## config.mk

```make
export PLATFORM = sky130hd
export DESIGN_NAME = div_array_top
export DESIGN_NICKNAME = d
export VERILOG_FILES = /design/src/hdl/div_pkg.sv /design/src/hdl/apb_map_pkg.sv /design/src/hdl/div_if.sv /design/src/hdl/apb_div_issue.sv /design/src/hdl/div_lane.sv /design/src/hdl/div_result_collect.sv /design/src/hdl/div_array_top.sv
export SDC_FILE = /design/constraint.sdc
export NUM_CORES = 2
export LEC_CHECK = 0
export BUFFER_PORTS_ARGS = -buffer_cell sky130_fd_sc_hd__buf_2
export CAP_MARGIN = 10
export CORE_UTILIZATION = 39
export DETAILED_ROUTE_END_ITERATION = 12
export GPL_TIMING_DRIVEN = 0
export PLACE_DENSITY = 0.65
export SETUP_SLACK_MARGIN = 0.4
export SYNTH_ARGS = -nofsm -noshare
export SYNTH_HDL_FRONTEND = slang
export SYNTH_SLANG_ARGS = --single-unit
```

## constraint.sdc

```tcl
create_clock -name clk -period 6.2 [get_ports clk]
set_input_delay 1.24 -clock clk [delete_from_list [all_inputs] [get_ports clk]]
set_output_delay 1.24 -clock clk [all_outputs]
set_load 0.01 [all_outputs]
```

## src/hdl/div_pkg.sv

```systemverilog
`default_nettype none

package div_pkg;

    // Operand and result width
    localparam int DATA_W     = 32;

    // Lane array
    localparam int NUM_LANES  = 4;
    localparam int LANE_IDX_W = $clog2(NUM_LANES);

    // One load cycle plus one cycle per quotient bit
    localparam int ITER_CNT   = DATA_W + 1;
    localparam int CNT_W      = $clog2(ITER_CNT);

endpackage

`default_nettype wire

```

## src/hdl/apb_map_pkg.sv

```systemverilog
`default_nettype none

package apb_map_pkg;

    localparam int ADDR_W = 8;

    // Each lane owns one block of registers
    localparam logic [ADDR_W-1:0] LANE_STRIDE     = 8'h20;

    localparam logic [ADDR_W-1:0] OFS_DIVIDEND    = 8'h00;
    localparam logic [ADDR_W-1:0] OFS_DIVISOR     = 8'h04;
    localparam logic [ADDR_W-1:0] OFS_CTRL_STATUS = 8'h08;
    localparam logic [ADDR_W-1:0] OFS_QUOTIENT    = 8'h0C;
    localparam logic [ADDR_W-1:0] OFS_REMAINDER   = 8'h10;

    // Command view, as written
    typedef struct packed {
        logic [28:0] reserved;
        logic        cancel;
        logic        signed_op;
        logic        start;
    } ctrl_word_t;

    // Status view, as read
    typedef struct packed {
        logic [27:0] zero;
        logic        signed_mode;
        logic        div_by_zero;
        logic        done;
        logic        busy;
    } status_word_t;

    typedef union packed {
        ctrl_word_t   ctrl;
        status_word_t status;
    } ctrl_status_u;

endpackage

`default_nettype wire

```

## src/hdl/div_if.sv

```systemverilog
`timescale 1ns/10ps
`default_nettype none

// Request path, issue block to lane
interface div_req_if import div_pkg::*; ();
    logic              valid;
    logic              ready;
    logic              signed_op;
    logic              cancel;
    logic [DATA_W-1:0] dividend;
    logic [DATA_W-1:0] divisor;

    modport issuer (output valid, signed_op, cancel, dividend, divisor, input ready);
    modport lane (input valid, signed_op, cancel, dividend, divisor, output ready);
endinterface

// Result path, lane to collector
interface div_rsp_if import div_pkg::*; ();
    logic              valid;
    logic              busy;
    logic              div_by_zero;
    // Mode of the operation that produced the result
    logic              signed_op;
    logic [DATA_W-1:0] quotient;
    logic [DATA_W-1:0] remainder;

    modport lane (
        output valid, busy, div_by_zero, signed_op, quotient, remainder
    );
    modport collector (
        input  valid, busy, div_by_zero, signed_op, quotient, remainder
    );
endinterface

`default_nettype wire

```

## src/hdl/apb_div_issue.sv

```systemverilog
`timescale 1ns/10ps
`default_nettype none

module apb_div_issue import div_pkg::*, apb_map_pkg::*; (
    input  logic              clk,
    input  logic              rst_n_i,
    input  logic              psel_i,
    input  logic              penable_i,
    input  logic              pwrite_i,
    input  logic [ADDR_W-1:0] paddr_i,
    input  logic [DATA_W-1:0] pwdata_i,
    output logic              pslverr_o,
    div_req_if.issuer         req [NUM_LANES]
);

    logic [ADDR_W-1:0]     lane_sel;
    logic [LANE_IDX_W-1:0] lane_idx;
    logic [ADDR_W-1:0]     ofs;
    logic                  wr_acc;
    logic                  ctrl_wr;
    ctrl_status_u          cmd;
    logic [NUM_LANES-1:0]  lane_busy;

    // Address decode
    assign lane_sel = paddr_i / LANE_STRIDE;
    assign lane_idx = lane_sel[LANE_IDX_W-1:0];
    assign ofs      = paddr_i % LANE_STRIDE;
    assign wr_acc   = psel_i && penable_i && pwrite_i && (lane_sel < ADDR_W'(NUM_LANES));
    assign ctrl_wr  = wr_acc && (ofs == OFS_CTRL_STATUS);
    assign cmd      = pwdata_i;

    // Start to a lane that is still working
    assign pslverr_o = ctrl_wr && cmd.ctrl.start && lane_busy[lane_idx];

    for (genvar i = 0; i < NUM_LANES; i++) begin : g_lane
        logic              sel;
        logic              start_ok;
        logic              valid_q;
        logic              cancel_q;
        logic              signed_q;
        logic [DATA_W-1:0] dividend_q;
        logic [DATA_W-1:0] divisor_q;

        assign sel      = (lane_idx == LANE_IDX_W'(i));
        assign start_ok = ctrl_wr && sel && cmd.ctrl.start && !lane_busy[i];
        // A start still waiting for the lane counts as busy
        assign lane_busy[i] = valid_q || !req[i].ready;

        always_ff @(posedge clk) begin
            if (wr_acc && sel && (ofs == OFS_DIVIDEND)) begin
                dividend_q <= pwdata_i;
            end
            if (wr_acc && sel && (ofs == OFS_DIVISOR)) begin
                divisor_q <= pwdata_i;
            end
            if (start_ok) begin
                signed_q <= cmd.ctrl.signed_op;
            end
        end

        always_ff @(posedge clk or negedge rst_n_i) begin
            if (!rst_n_i) begin
                valid_q  <= 1'b0;
                cancel_q <= 1'b0;
            end else begin
                cancel_q <= ctrl_wr && sel && cmd.ctrl.cancel;
                if (start_ok) begin
                    valid_q <= 1'b1;
                end else if (req[i].ready) begin
                    valid_q <= 1'b0;
                end
            end
        end

        assign req[i].valid     = valid_q;
        assign req[i].cancel    = cancel_q;
        assign req[i].signed_op = signed_q;
        assign req[i].dividend  = dividend_q;
        assign req[i].divisor   = divisor_q;
    end

    // ------------------------------
    // Errors only at the end of a proper setup/access pair
    a_err_access: assert property (@(posedge clk) disable iff (!rst_n_i)
        pslverr_o |-> penable_i && $past(psel_i && !penable_i));

endmodule

`default_nettype wire

```

## src/hdl/div_lane.sv

```systemverilog
`timescale 1ns/10ps
`default_nettype none

module div_lane import div_pkg::*; (
    input  logic    clk,
    input  logic    rst_n_i,
    div_req_if.lane req,
    div_rsp_if.lane rsp
);

    // Control
    logic              busy_q;
    logic [CNT_W-1:0]  cnt_q;
    logic              hs;
    logic              load;
    logic              last_step;

    // Datapath
    logic              signed_q;
    logic              q_neg_q;
    logic              r_neg_q;
    logic              dbz_q;
    logic [DATA_W-1:0] quo_q;
    logic [DATA_W-1:0] rem_q;
    logic [DATA_W-1:0] dvs_q;
    logic              dvd_neg;
    logic              dvs_neg;
    logic [DATA_W-1:0] dvd_abs;
    logic [DATA_W-1:0] dvs_abs;
    logic [DATA_W:0]   rem_sh;
    logic [DATA_W+1:0] diff;
    logic              fits;
    logic [DATA_W-1:0] quo_nxt;
    logic [DATA_W-1:0] rem_nxt;

    assign req.ready = !busy_q;
    assign hs        = req.valid && req.ready;
    assign load      = busy_q && (cnt_q == '0);
    assign last_step = busy_q && (cnt_q == CNT_W'(ITER_CNT - 1));

    // Raw operands sit in quo_q and dvs_q until the load cycle
    assign dvd_neg = signed_q && quo_q[DATA_W-1];
    assign dvs_neg = signed_q && dvs_q[DATA_W-1];
    assign dvd_abs = dvd_neg ? -quo_q : quo_q;
    assign dvs_abs = dvs_neg ? -dvs_q : dvs_q;

    // ------------------------------
    // One restoring step
    // ------------------------------
    assign rem_sh  = {rem_q, quo_q[DATA_W-1]};
    assign diff    = {1'b0, rem_sh} - {2'b00, dvs_q};
    assign fits    = !diff[DATA_W+1];
    assign rem_nxt = fits ? diff[DATA_W-1:0] : rem_sh[DATA_W-1:0];
    assign quo_nxt = {quo_q[DATA_W-2:0], fits};

    always_ff @(posedge clk or negedge rst_n_i) begin
        if (!rst_n_i) begin
            busy_q <= 1'b0;
            cnt_q  <= '0;
        end else if (busy_q && req.cancel) begin
            busy_q <= 1'b0;
        end else if (hs) begin
            busy_q <= 1'b1;
            cnt_q  <= '0;
        end else if (busy_q) begin
            busy_q <= !last_step;
            cnt_q  <= cnt_q + 1'b1;
        end
    end

    always_ff @(posedge clk) begin
        if (hs) begin
            quo_q    <= req.dividend;
            dvs_q    <= req.divisor;
            signed_q <= req.signed_op;
        end else if (load) begin
            quo_q   <= dvd_abs;
            dvs_q   <= dvs_abs;
            rem_q   <= '0;
            dbz_q   <= (dvs_q == '0);
            r_neg_q <= dvd_neg;
            // Zero divisor keeps the all-ones quotient unsigned
            q_neg_q <= (dvd_neg ^ dvs_neg) && (dvs_q != '0);
        end else if (busy_q) begin
            quo_q <= quo_nxt;
            rem_q <= rem_nxt;
        end
    end

    // Result leaves with the last step, stored by the collector on the same edge
    assign rsp.valid       = last_step && !req.cancel;
    assign rsp.busy        = busy_q;
    assign rsp.quotient    = q_neg_q ? -quo_nxt : quo_nxt;
    assign rsp.remainder   = r_neg_q ? -rem_nxt : rem_nxt;
    assign rsp.div_by_zero = dbz_q;
    assign rsp.signed_op   = signed_q;

    // ------------------------------
    a_no_hs_busy: assert property (@(posedge clk) disable iff (!rst_n_i || req.cancel)
        hs |=> (!hs) [*ITER_CNT]);

    a_rsp_latency: assert property (@(posedge clk) disable iff (!rst_n_i)
        rsp.valid |-> $past(hs, ITER_CNT));

endmodule

`default_nettype wire

```

## src/hdl/div_result_collect.sv

```systemverilog
`timescale 1ns/10ps
`default_nettype none

module div_result_collect import div_pkg::*, apb_map_pkg::*; (
    input  logic              clk,
    input  logic              rst_n_i,
    input  logic              psel_i,
    input  logic              penable_i,
    input  logic              pwrite_i,
    input  logic [ADDR_W-1:0] paddr_i,
    output logic [DATA_W-1:0] prdata_o,
    output logic              pready_o,
    div_rsp_if.collector      rsp [NUM_LANES]
);

    logic [ADDR_W-1:0]     lane_sel;
    logic [LANE_IDX_W-1:0] lane_idx;
    logic [ADDR_W-1:0]     ofs;
    logic                  rd_acc;
    logic                  res_rd;
    ctrl_status_u          stat;

    // Per-lane result store
    logic [DATA_W-1:0]     quo_q [NUM_LANES];
    logic [DATA_W-1:0]     rem_q [NUM_LANES];
    logic [NUM_LANES-1:0]  done_q;
    logic [NUM_LANES-1:0]  dbz_q;
    logic [NUM_LANES-1:0]  sgn_q;
    logic [NUM_LANES-1:0]  busy;

    for (genvar i = 0; i < NUM_LANES; i++) begin : g_lane
        assign busy[i] = rsp[i].busy;

        always_ff @(posedge clk) begin
            if (rsp[i].valid) begin
                quo_q[i] <= rsp[i].quotient;
                rem_q[i] <= rsp[i].remainder;
            end
        end

        always_ff @(posedge clk or negedge rst_n_i) begin
            if (!rst_n_i) begin
                done_q[i] <= 1'b0;
                dbz_q[i]  <= 1'b0;
                sgn_q[i]  <= 1'b0;
            end else if (rsp[i].valid) begin
                done_q[i] <= 1'b1;
                dbz_q[i]  <= rsp[i].div_by_zero;
                sgn_q[i]  <= rsp[i].signed_op;
            end else if (rsp[i].busy) begin
                // New operation under way
                done_q[i] <= 1'b0;
                dbz_q[i]  <= 1'b0;
            end
        end
    end

    // ------------------------------
    // Read side
    // ------------------------------
    assign lane_sel = paddr_i / LANE_STRIDE;
    assign lane_idx = lane_sel[LANE_IDX_W-1:0];
    assign ofs      = paddr_i % LANE_STRIDE;
    assign rd_acc   = psel_i && penable_i && !pwrite_i && (lane_sel < ADDR_W'(NUM_LANES));
    assign res_rd   = (ofs == OFS_QUOTIENT) || (ofs == OFS_REMAINDER);

    // Result reads wait for a busy lane
    assign pready_o = psel_i && penable_i && !(rd_acc && res_rd && busy[lane_idx]);

    always_comb begin
        stat                    = '0;
        stat.status.busy        = busy[lane_idx];
        stat.status.done        = done_q[lane_idx];
        stat.status.div_by_zero = dbz_q[lane_idx];
        stat.status.signed_mode = sgn_q[lane_idx];
    end

    always_comb begin
        prdata_o = '0;
        if (rd_acc) begin
            case (ofs)
                OFS_CTRL_STATUS: prdata_o = stat;
                OFS_QUOTIENT:    prdata_o = quo_q[lane_idx];
                OFS_REMAINDER:   prdata_o = rem_q[lane_idx];
                default:         prdata_o = '0;
            endcase
        end
    end

    // A stalled read must stay on the bus unchanged
    a_stall_hold: assert property (@(posedge clk) disable iff (!rst_n_i)
        (psel_i && penable_i && !pready_o) |=> psel_i && penable_i && $stable(paddr_i));

endmodule

`default_nettype wire

```

## src/hdl/div_array_top.sv

```systemverilog
`timescale 1ns/10ps
`default_nettype none

module div_array_top import div_pkg::*, apb_map_pkg::*; (
    input  logic              clk,
    input  logic              rst_n_i,
    // APB slave
    input  logic              psel_i,
    input  logic              penable_i,
    input  logic              pwrite_i,
    input  logic [ADDR_W-1:0] paddr_i,
    input  logic [DATA_W-1:0] pwdata_i,
    output logic [DATA_W-1:0] prdata_o,
    output logic              pready_o,
    output logic              pslverr_o
);

    div_req_if req_if [NUM_LANES] ();
    div_rsp_if rsp_if [NUM_LANES] ();

    apb_div_issue u_issue (
        .clk       (clk),
        .rst_n_i   (rst_n_i),
        .psel_i    (psel_i),
        .penable_i (penable_i),
        .pwrite_i  (pwrite_i),
        .paddr_i   (paddr_i),
        .pwdata_i  (pwdata_i),
        .pslverr_o (pslverr_o),
        .req       (req_if)
    );

    // Divider lanes
    for (genvar i = 0; i < NUM_LANES; i++) begin : g_lane
        div_lane u_lane (
            .clk     (clk),
            .rst_n_i (rst_n_i),
            .req     (req_if[i]),
            .rsp     (rsp_if[i])
        );
    end

    div_result_collect u_collect (
        .clk       (clk),
        .rst_n_i   (rst_n_i),
        .psel_i    (psel_i),
        .penable_i (penable_i),
        .pwrite_i  (pwrite_i),
        .paddr_i   (paddr_i),
        .prdata_o  (prdata_o),
        .pready_o  (pready_o),
        .rsp       (rsp_if)
    );

endmodule

`default_nettype wire

```

=== After elaboration in Yosys (flattened, before gate mapping) ===
Memories as Yosys holds them, arrays and structs flattened.
Cells that the tools add are included.

* Add/subtract/negate cells: 24
* Multipliers: 0
* Divide/modulo/power cells: 0
* $lt $le $gt $ge: 2
* Eq/ne operators: 19
* Shift-type cells: 0
* Mux-type cells: 104
* Bitwise gates (word level): 12
* Reductions and logical operators: 156

{| class="wikitable"
|+ Operators with widths
! cell !! number
|-
| $mux W32 || 45
|-
| $neg A32 Y32 || 16
|-
| $sub A33 B32 Y34 || 4
|-
| $logic_not A32 Y1 || 4
|-
| $reduce_bool A32 Y1 || 4
|-
| $pmux W32 S3 || 1
|-
| $logic_and A1 B1 Y1 || 71
|-
| $mux W6 || 8
|-
| $mux W1 || 45
|-
| $reduce_and A2 Y1 || 20
|-
| $reduce_bool A2 Y1 || 20
|-
| $add A6 B1 Y6 const B || 4
|-
| $eq A6 B6 Y1 const B || 4
|-
| $logic_not A6 Y1 || 4
|-
| $logic_not A1 Y1 || 22
|-
| $ne A3 B2 Y1 const B || 4
|-
| $reduce_bool A3 Y1 || 4
|-
| $bmux W1 S2 || 5
|-
| $eq A5 B4 Y1 const B || 2
|-
| $logic_not A8 Y1 || 1
|-
| $ne A2 B2 Y1 const B || 4
|-
| $not A1 Y1 || 8
|-
| $eq A5 B3 Y1 const B || 1
|-
| $eq A5 B5 Y1 const B || 1
|-
| 7 further kinds || 15
|}

* Register bits after elaboration: 708
* Latch bits: 0
* Memory bits (writable): 256
* Bits in read-only memories: 0
* Input port bits: 45
* Output and inout bits: 34
* Logic and storage cells: 387
* Memories kept: 2

{| class="wikitable"
|+ Memory list
! name !! words !! bits a word !! read ports !! clocked after Yosys merged registers in !! wr ports !! RTL line !! source
|-
| u_collect.quo_q || 4 || 32 || 1 || 0 || 4 || div_result_collect.sv:24 || <nowiki>logic [DATA_W-1:0] quo_q [NUM_LANES];</nowiki>
|-
| u_collect.rem_q || 4 || 32 || 1 || 0 || 4 || div_result_collect.sv:25 || <nowiki>logic [DATA_W-1:0] rem_q [NUM_LANES];</nowiki>
|}

=== Logic depth before layout (Yosys ltp) ===
* Depth in word-level cells: 8
* Gate-level depth with buffers: 25
* Depth with buffers taken out: 19

=== Modules after synthesis ===
From an unflattened synthesis, not the netlist that was laid out.

* Cell total of the unflattened synthesis: 5,331
* Area, all modules: 56,820.7 sq um

{| class="wikitable"
|+ By module, submodules not included
! module !! instances !! cells an instance !! area an instance (sq um) !! seq. area each (sq um)
|-
| div_lane (g_lane[0].u_lane ...) || 2 || 1,122 || 9,426.5 || 3,178.0
|-
| div_result_collect || 1 || 503 || 10,473.8 || 7,987.7
|-
| div_lane (g_lane[2].u_lane) || 1 || 1,138 || 9,686.8 || 3,178.0
|-
| div_lane (g_lane[1].u_lane) || 1 || 1,134 || 9,535.4 || 3,178.0
|-
| apb_div_issue || 1 || 312 || 8,271.7 || 8,007.7
|}

=== Worst setup path before layout ===
OpenSTA, ideal clock, no wires.

* Path kind: reg-to-reg
* Start point: register g_lane[3].u_lane.dvs_q[12]
* End point: memory u_collect.rem_q[3][30], data pin
* Library setup time: 0.266 ns
* Arrival time: 5.633 ns
* Data required time: 5.934 ns
* Slack: 0.301 ns
* Cell stages (with the launch flop): 24
* Path buffers: 6
* Period minus slack after synthesis: 5.899 ns
* Path through: edfxtp_1 > inv_1 > ha_1 > clkbuf_1 > nand4_1 > nor3_1 > o21a_1 > o21a_1 > or3_1 > buf_2 > clkbuf_1 > clkbuf_1 > clkbuf_1 > clkbuf_1 > nand2_1 > o21ai_0 > ha_1 > nand4_2 > or4_4 > o41a_1 > or3_4 > or4_4 > o41ai_2 > xnor2_1

{| class="wikitable"
|+ RTL lines
! what !! RTL line !! source
|-
| start: declaration || div_lane.sv:25 || <nowiki>logic [DATA_W-1:0] dvs_q;</nowiki>
|-
| start signal: assignment || div_lane.sv:74 || <nowiki>dvs_q <= req.divisor;</nowiki>
|-
| start signal: assignment || div_lane.sv:78 || <nowiki>dvs_q <= dvs_abs;</nowiki>
|-
| end: declaration || div_result_collect.sv:25 ||
|}

==> metrics.txt <==
Mapped Nets 5,479; H-tree lvl count 3; Crit Path Category reg -> reg; most frequent cell after synthesis edfxtp_1; Combinational Power Share 4.1%; #FFs+latches synth 964; PwrDens 223 nW/um^2; Seq/Total Area, Yosys 51.7%; Yosys warnings 0; total CTS buffers 104; count of final hold-check violations 0; initial antenna violation count 39; Lkg Pwr 21.9 nW; global placement routability congestion 1.05; row cnt 138; fin. max-slew vios 0; Slew @ Worst Pin 1.21 ns; DR DRC count 0; min cycle time layout 5.75 ns; port buffer count 76; largest area contributor in the netlist edfxtp_1; starting density of the core 39.3%; detailed-route vias per instance 5.99; internal power 0.0108 W; CP startpoint kind register; synthesized area 55,500 um^2; FMAX 174 MHz; CTS Sinks 964; Area after DPL 58,800 um^2; cell area after layout 63,100 um^2; Max Clock Skew 0.0221 ns; CTS Buffer Depth 3; Non-Filler Instances 7,518; Worst path depth 20; worst path buffer plus inverter count 5; DR pass1 iterations 6; first-pass GRT wire length 291,000 um; RSZ-0062 raised after global routing yes; most common library cells after synthesis edfxtp_1 (916), nor2_1 (564), nand2_1 (440); CP most frequent cell buf_12; Max stage delay on crit path 0.60 ns; Die Span Y 379 um; Synth area leaders edfxtp_1 (50%), xnor2_1 (6.1%), nor2_1 (3.8%), ha_1 (3.4%), o21ai_0 (3.3%); Reg2Reg Setup Slack 0.45 ns; Die Width 379 um; Distinct cells, synth 91; Slew headroom 19.1%; peak supply drop 0.000228 V; Final nets 5,712; hold buffer count at CTS 0; DR vias 45,044; EDFF count, synth 916; gr usage total 27.9%; Mapped Cells 5,278; Worst Path Required 6.64 ns; Antenna Violating Nets Remaining 0; core area 141,000 um^2; total gr overflow 0; top cell type's share of synthesized area 49.5%; number of global-route vias before repair 41,700; share of cells above drive strength 1 9.46%; HPWL after DPL 152,000 um; CTS Root Cell clkbuf_16; Slowest-stage cell, CP or4_4; P_sw 0.00323 W; largest net degree at the start of global routing 49; sw frac 22.9%; endpoint class of the critical path register; Tcrit/Tclk final 92.7%; Syn Area/Cell 10.5 um^2; Hold WC Path Type reg -> reg; Util after Layout 44.6%; Clk network pwr share 45.1%; status finished clean; die footprint 144,000 um^2; clock transition at the registers of the reported paths 0.06 ns; fraction of registers with async set/reset 4.98%; sequential share of power 50.7%; crit-path leading delay family simple AND/OR/NAND/NOR gates; IO Count 79; WL per Instance 27.1 um; WP data arrival 6.19 ns; clk_lat worst skew 0.71 ns; ys flop type edfxtp_1; Placed Cells 7,264; final setup violation count 0; Reg2Reg Depth 20; Synth-to-Final Area Change 13.6%; maxcap violations 0; worst-path cell chain ha_1 -> nor2b_1 -> o2111a_1 -> o21a_2 -> o21a_1 -> or3_1 -> buf_6 -> buf_12 -> buf_12 -> buf_12 -> buf_8 -> o21ai_4 -> ha_4 -> nand4_2 -> or4_4 -> o41a_1 -> or3_4 -> or4_4 -> o41ai_4 -> xnor2_1; CTS tree done; DRT iter0 DRCs 6,921; Worst Path Max Fanout 10; Routed WL 204,000 um; hold depth 0
[worst paths after layout]
| check | to | start |
|---|---|---|
| hold / removal | g_lane[1].u_lane.rsp.signed_op | u_issue.req[1].signed_op |
| setup reg to reg | u_collect.rem_q[3][30] | g_lane[3].u_lane.rem_q[0] |
| max in group asynchronous | g_lane[0].u_lane.cnt_q[2] | rst_n_i |
| setup / recovery | u_collect.rem_q[3][30] | g_lane[3].u_lane.rem_q[0] |
| min in group asynchronous | u_issue.req[2].valid | rst_n_i |
| hold reg to reg | g_lane[1].u_lane.rsp.signed_op | u_issue.req[1].signed_op |
[power groups by stage]
stage,registers (W),logic [W],clock network (W)
after floorplan,0.00726,0.000289,0
after global placement,0.00727,0.000545,0
after detailed placement,0.00727,0.000560,0
after CTS,0.00713,0.000567,0.00638
after global routing,0.00713,0.000613,0.00661
final,0.00713,0.000583,0.00634
[worst register-to-register path: stages (launching register included)]
cell and delay [ns]:
edfxtp_1 0.50, ha_1 0.32, nor2b_1 0.15, o2111a_1 0.27, o21a_2 0.25, o21a_1 0.17, or3_1 0.36, buf_6 0.16
buf_12 0.15, buf_12 0.15, buf_12 0.15, buf_8 0.14, o21ai_4 0.17, ha_4 0.18, nand4_2 0.10, or4_4 0.46
o41a_1 0.48, or3_4 0.37, or4_4 0.60, o41ai_4 0.23, xnor2_1 0.12
[cells in the final DEF, fill, tap and decap left out, drive strengths merged, types with 13 or more instances in the layout]
master  Yosys  final
or4        40     40
nor2      564    564
a211oi     29     29
diode       0     25
mux2i      69     69
or3        65     65
nand4      48     48
and3       30     30
a21o       49     49
o21ai     378    378
nor4       81     81
nand3b     14     14
o21bai     17     17
xor2      164    164
and2       46     46
o211ai     28     28
or2        18     18
dfrtp      48     48
nand2     440    440
nor2b      29     29
xnor2     388    388
nor3      152    152
ha        152    152
clkbuf    240    366
o31ai      46     46
o22ai      27     27
a31oi      23     23
inv       227    234
buf        37    171
mux4       69     69
nor4b      13     13
nand3     110    110
a22oi     123    123
a21oi     338    338
clkinv      7     51
nand2b     36     36
edfxtp    916    916
o21a       27     27
o41ai      20     20
[routing by layer]
metal  vias up  track usage [%]  routed length [um]
met5         -                0                  80
met4        12             10.4                8230
met3       359             5.99               23900
met2      2526             40.7               86500
met1     22168             40.4               85000
li1      19979                -                   -
[area by class of cell]
cell class / instances / area [um^2]
sequential: 964 / 28700
multi-input combinational: 3803 / 25400
buffer: 277 / 1240
tap: 1890 / 2360
timing repair buffer: 127 / 980
fill: 13133 / 78300
inverter: 234 / 888
antenna: 25 / 62.6
clock buffer: 133 / 2840
clock inverter: 65 / 606
[cell families (layout without fill, tap and decap cells)]
kind of cell | count (synthesis) | after routing | synth area share [%]
compound gates | 1234 | 1234 | 13.8
simple gates | 1720 | 1720 | 14.6
mux | 141 | 141 | 4.10
flops | 964 | 964 | 51.7
other cells | 0 | 25 | 0
fa+ha+maj | 156 | 156 | 3.57
buf+inv | 511 | 836 | 3.47
xor+xnor | 552 | 552 | 8.71
[state kept, by name, summed over array words and instances, names as in the netlist]
signal / cells
u_issue.req.signed_op: 4
g_lane.u_lane.quo_q: 128
u_issue.req.cancel: 4
g_lane.u_lane.rsp.div_by_zero: 4
g_lane.u_lane.r_neg_q: 4
u_collect.sgn_q: 4
u_collect.done_q: 4
g_lane.u_lane.cnt_q: 24
g_lane.u_lane.rsp.busy: 4
u_collect.dbz_q: 4
u_issue.req.dividend: 128
g_lane.u_lane.rem_q: 128
u_collect.quo_q: 128
g_lane.u_lane.dvs_q: 128
u_issue.req.valid: 4
u_collect.rem_q: 128
g_lane.u_lane.q_neg_q: 4
u_issue.req.divisor: 128
g_lane.u_lane.rsp.signed_op: 4
[stage by stage]
| stage | setup slack, ns | hold slack (ns) | power [W] | setup TNS, ns |
|---|---|---|---|---|
| final | 0.453 | 0.417 | 0.0141 | 0 |
| after global placement | -0.984 | 0.402 | 0.00782 | -48.94 |
| after floorplan | 0.409 | 0.400 | 0.00755 | 0 |
| after detailed placement | -1.07 | 0.405 | 0.00783 | -29.44 |
| after global routing | 0.277 | 0.425 | 0.0144 | 0 |
| after CTS | 0.326 | 0.419 | 0.0141 | 0 |
[repair_timing]
action	4_1_cts	5_1_grt
resized for setup	79	99
pin swaps	3	15
buffers inserted	4	27
endpoints found under the setup margin	95	42
endpoints found under the hold margin	0	0
No activity file was read; power rests on OpenSTA's default activity.
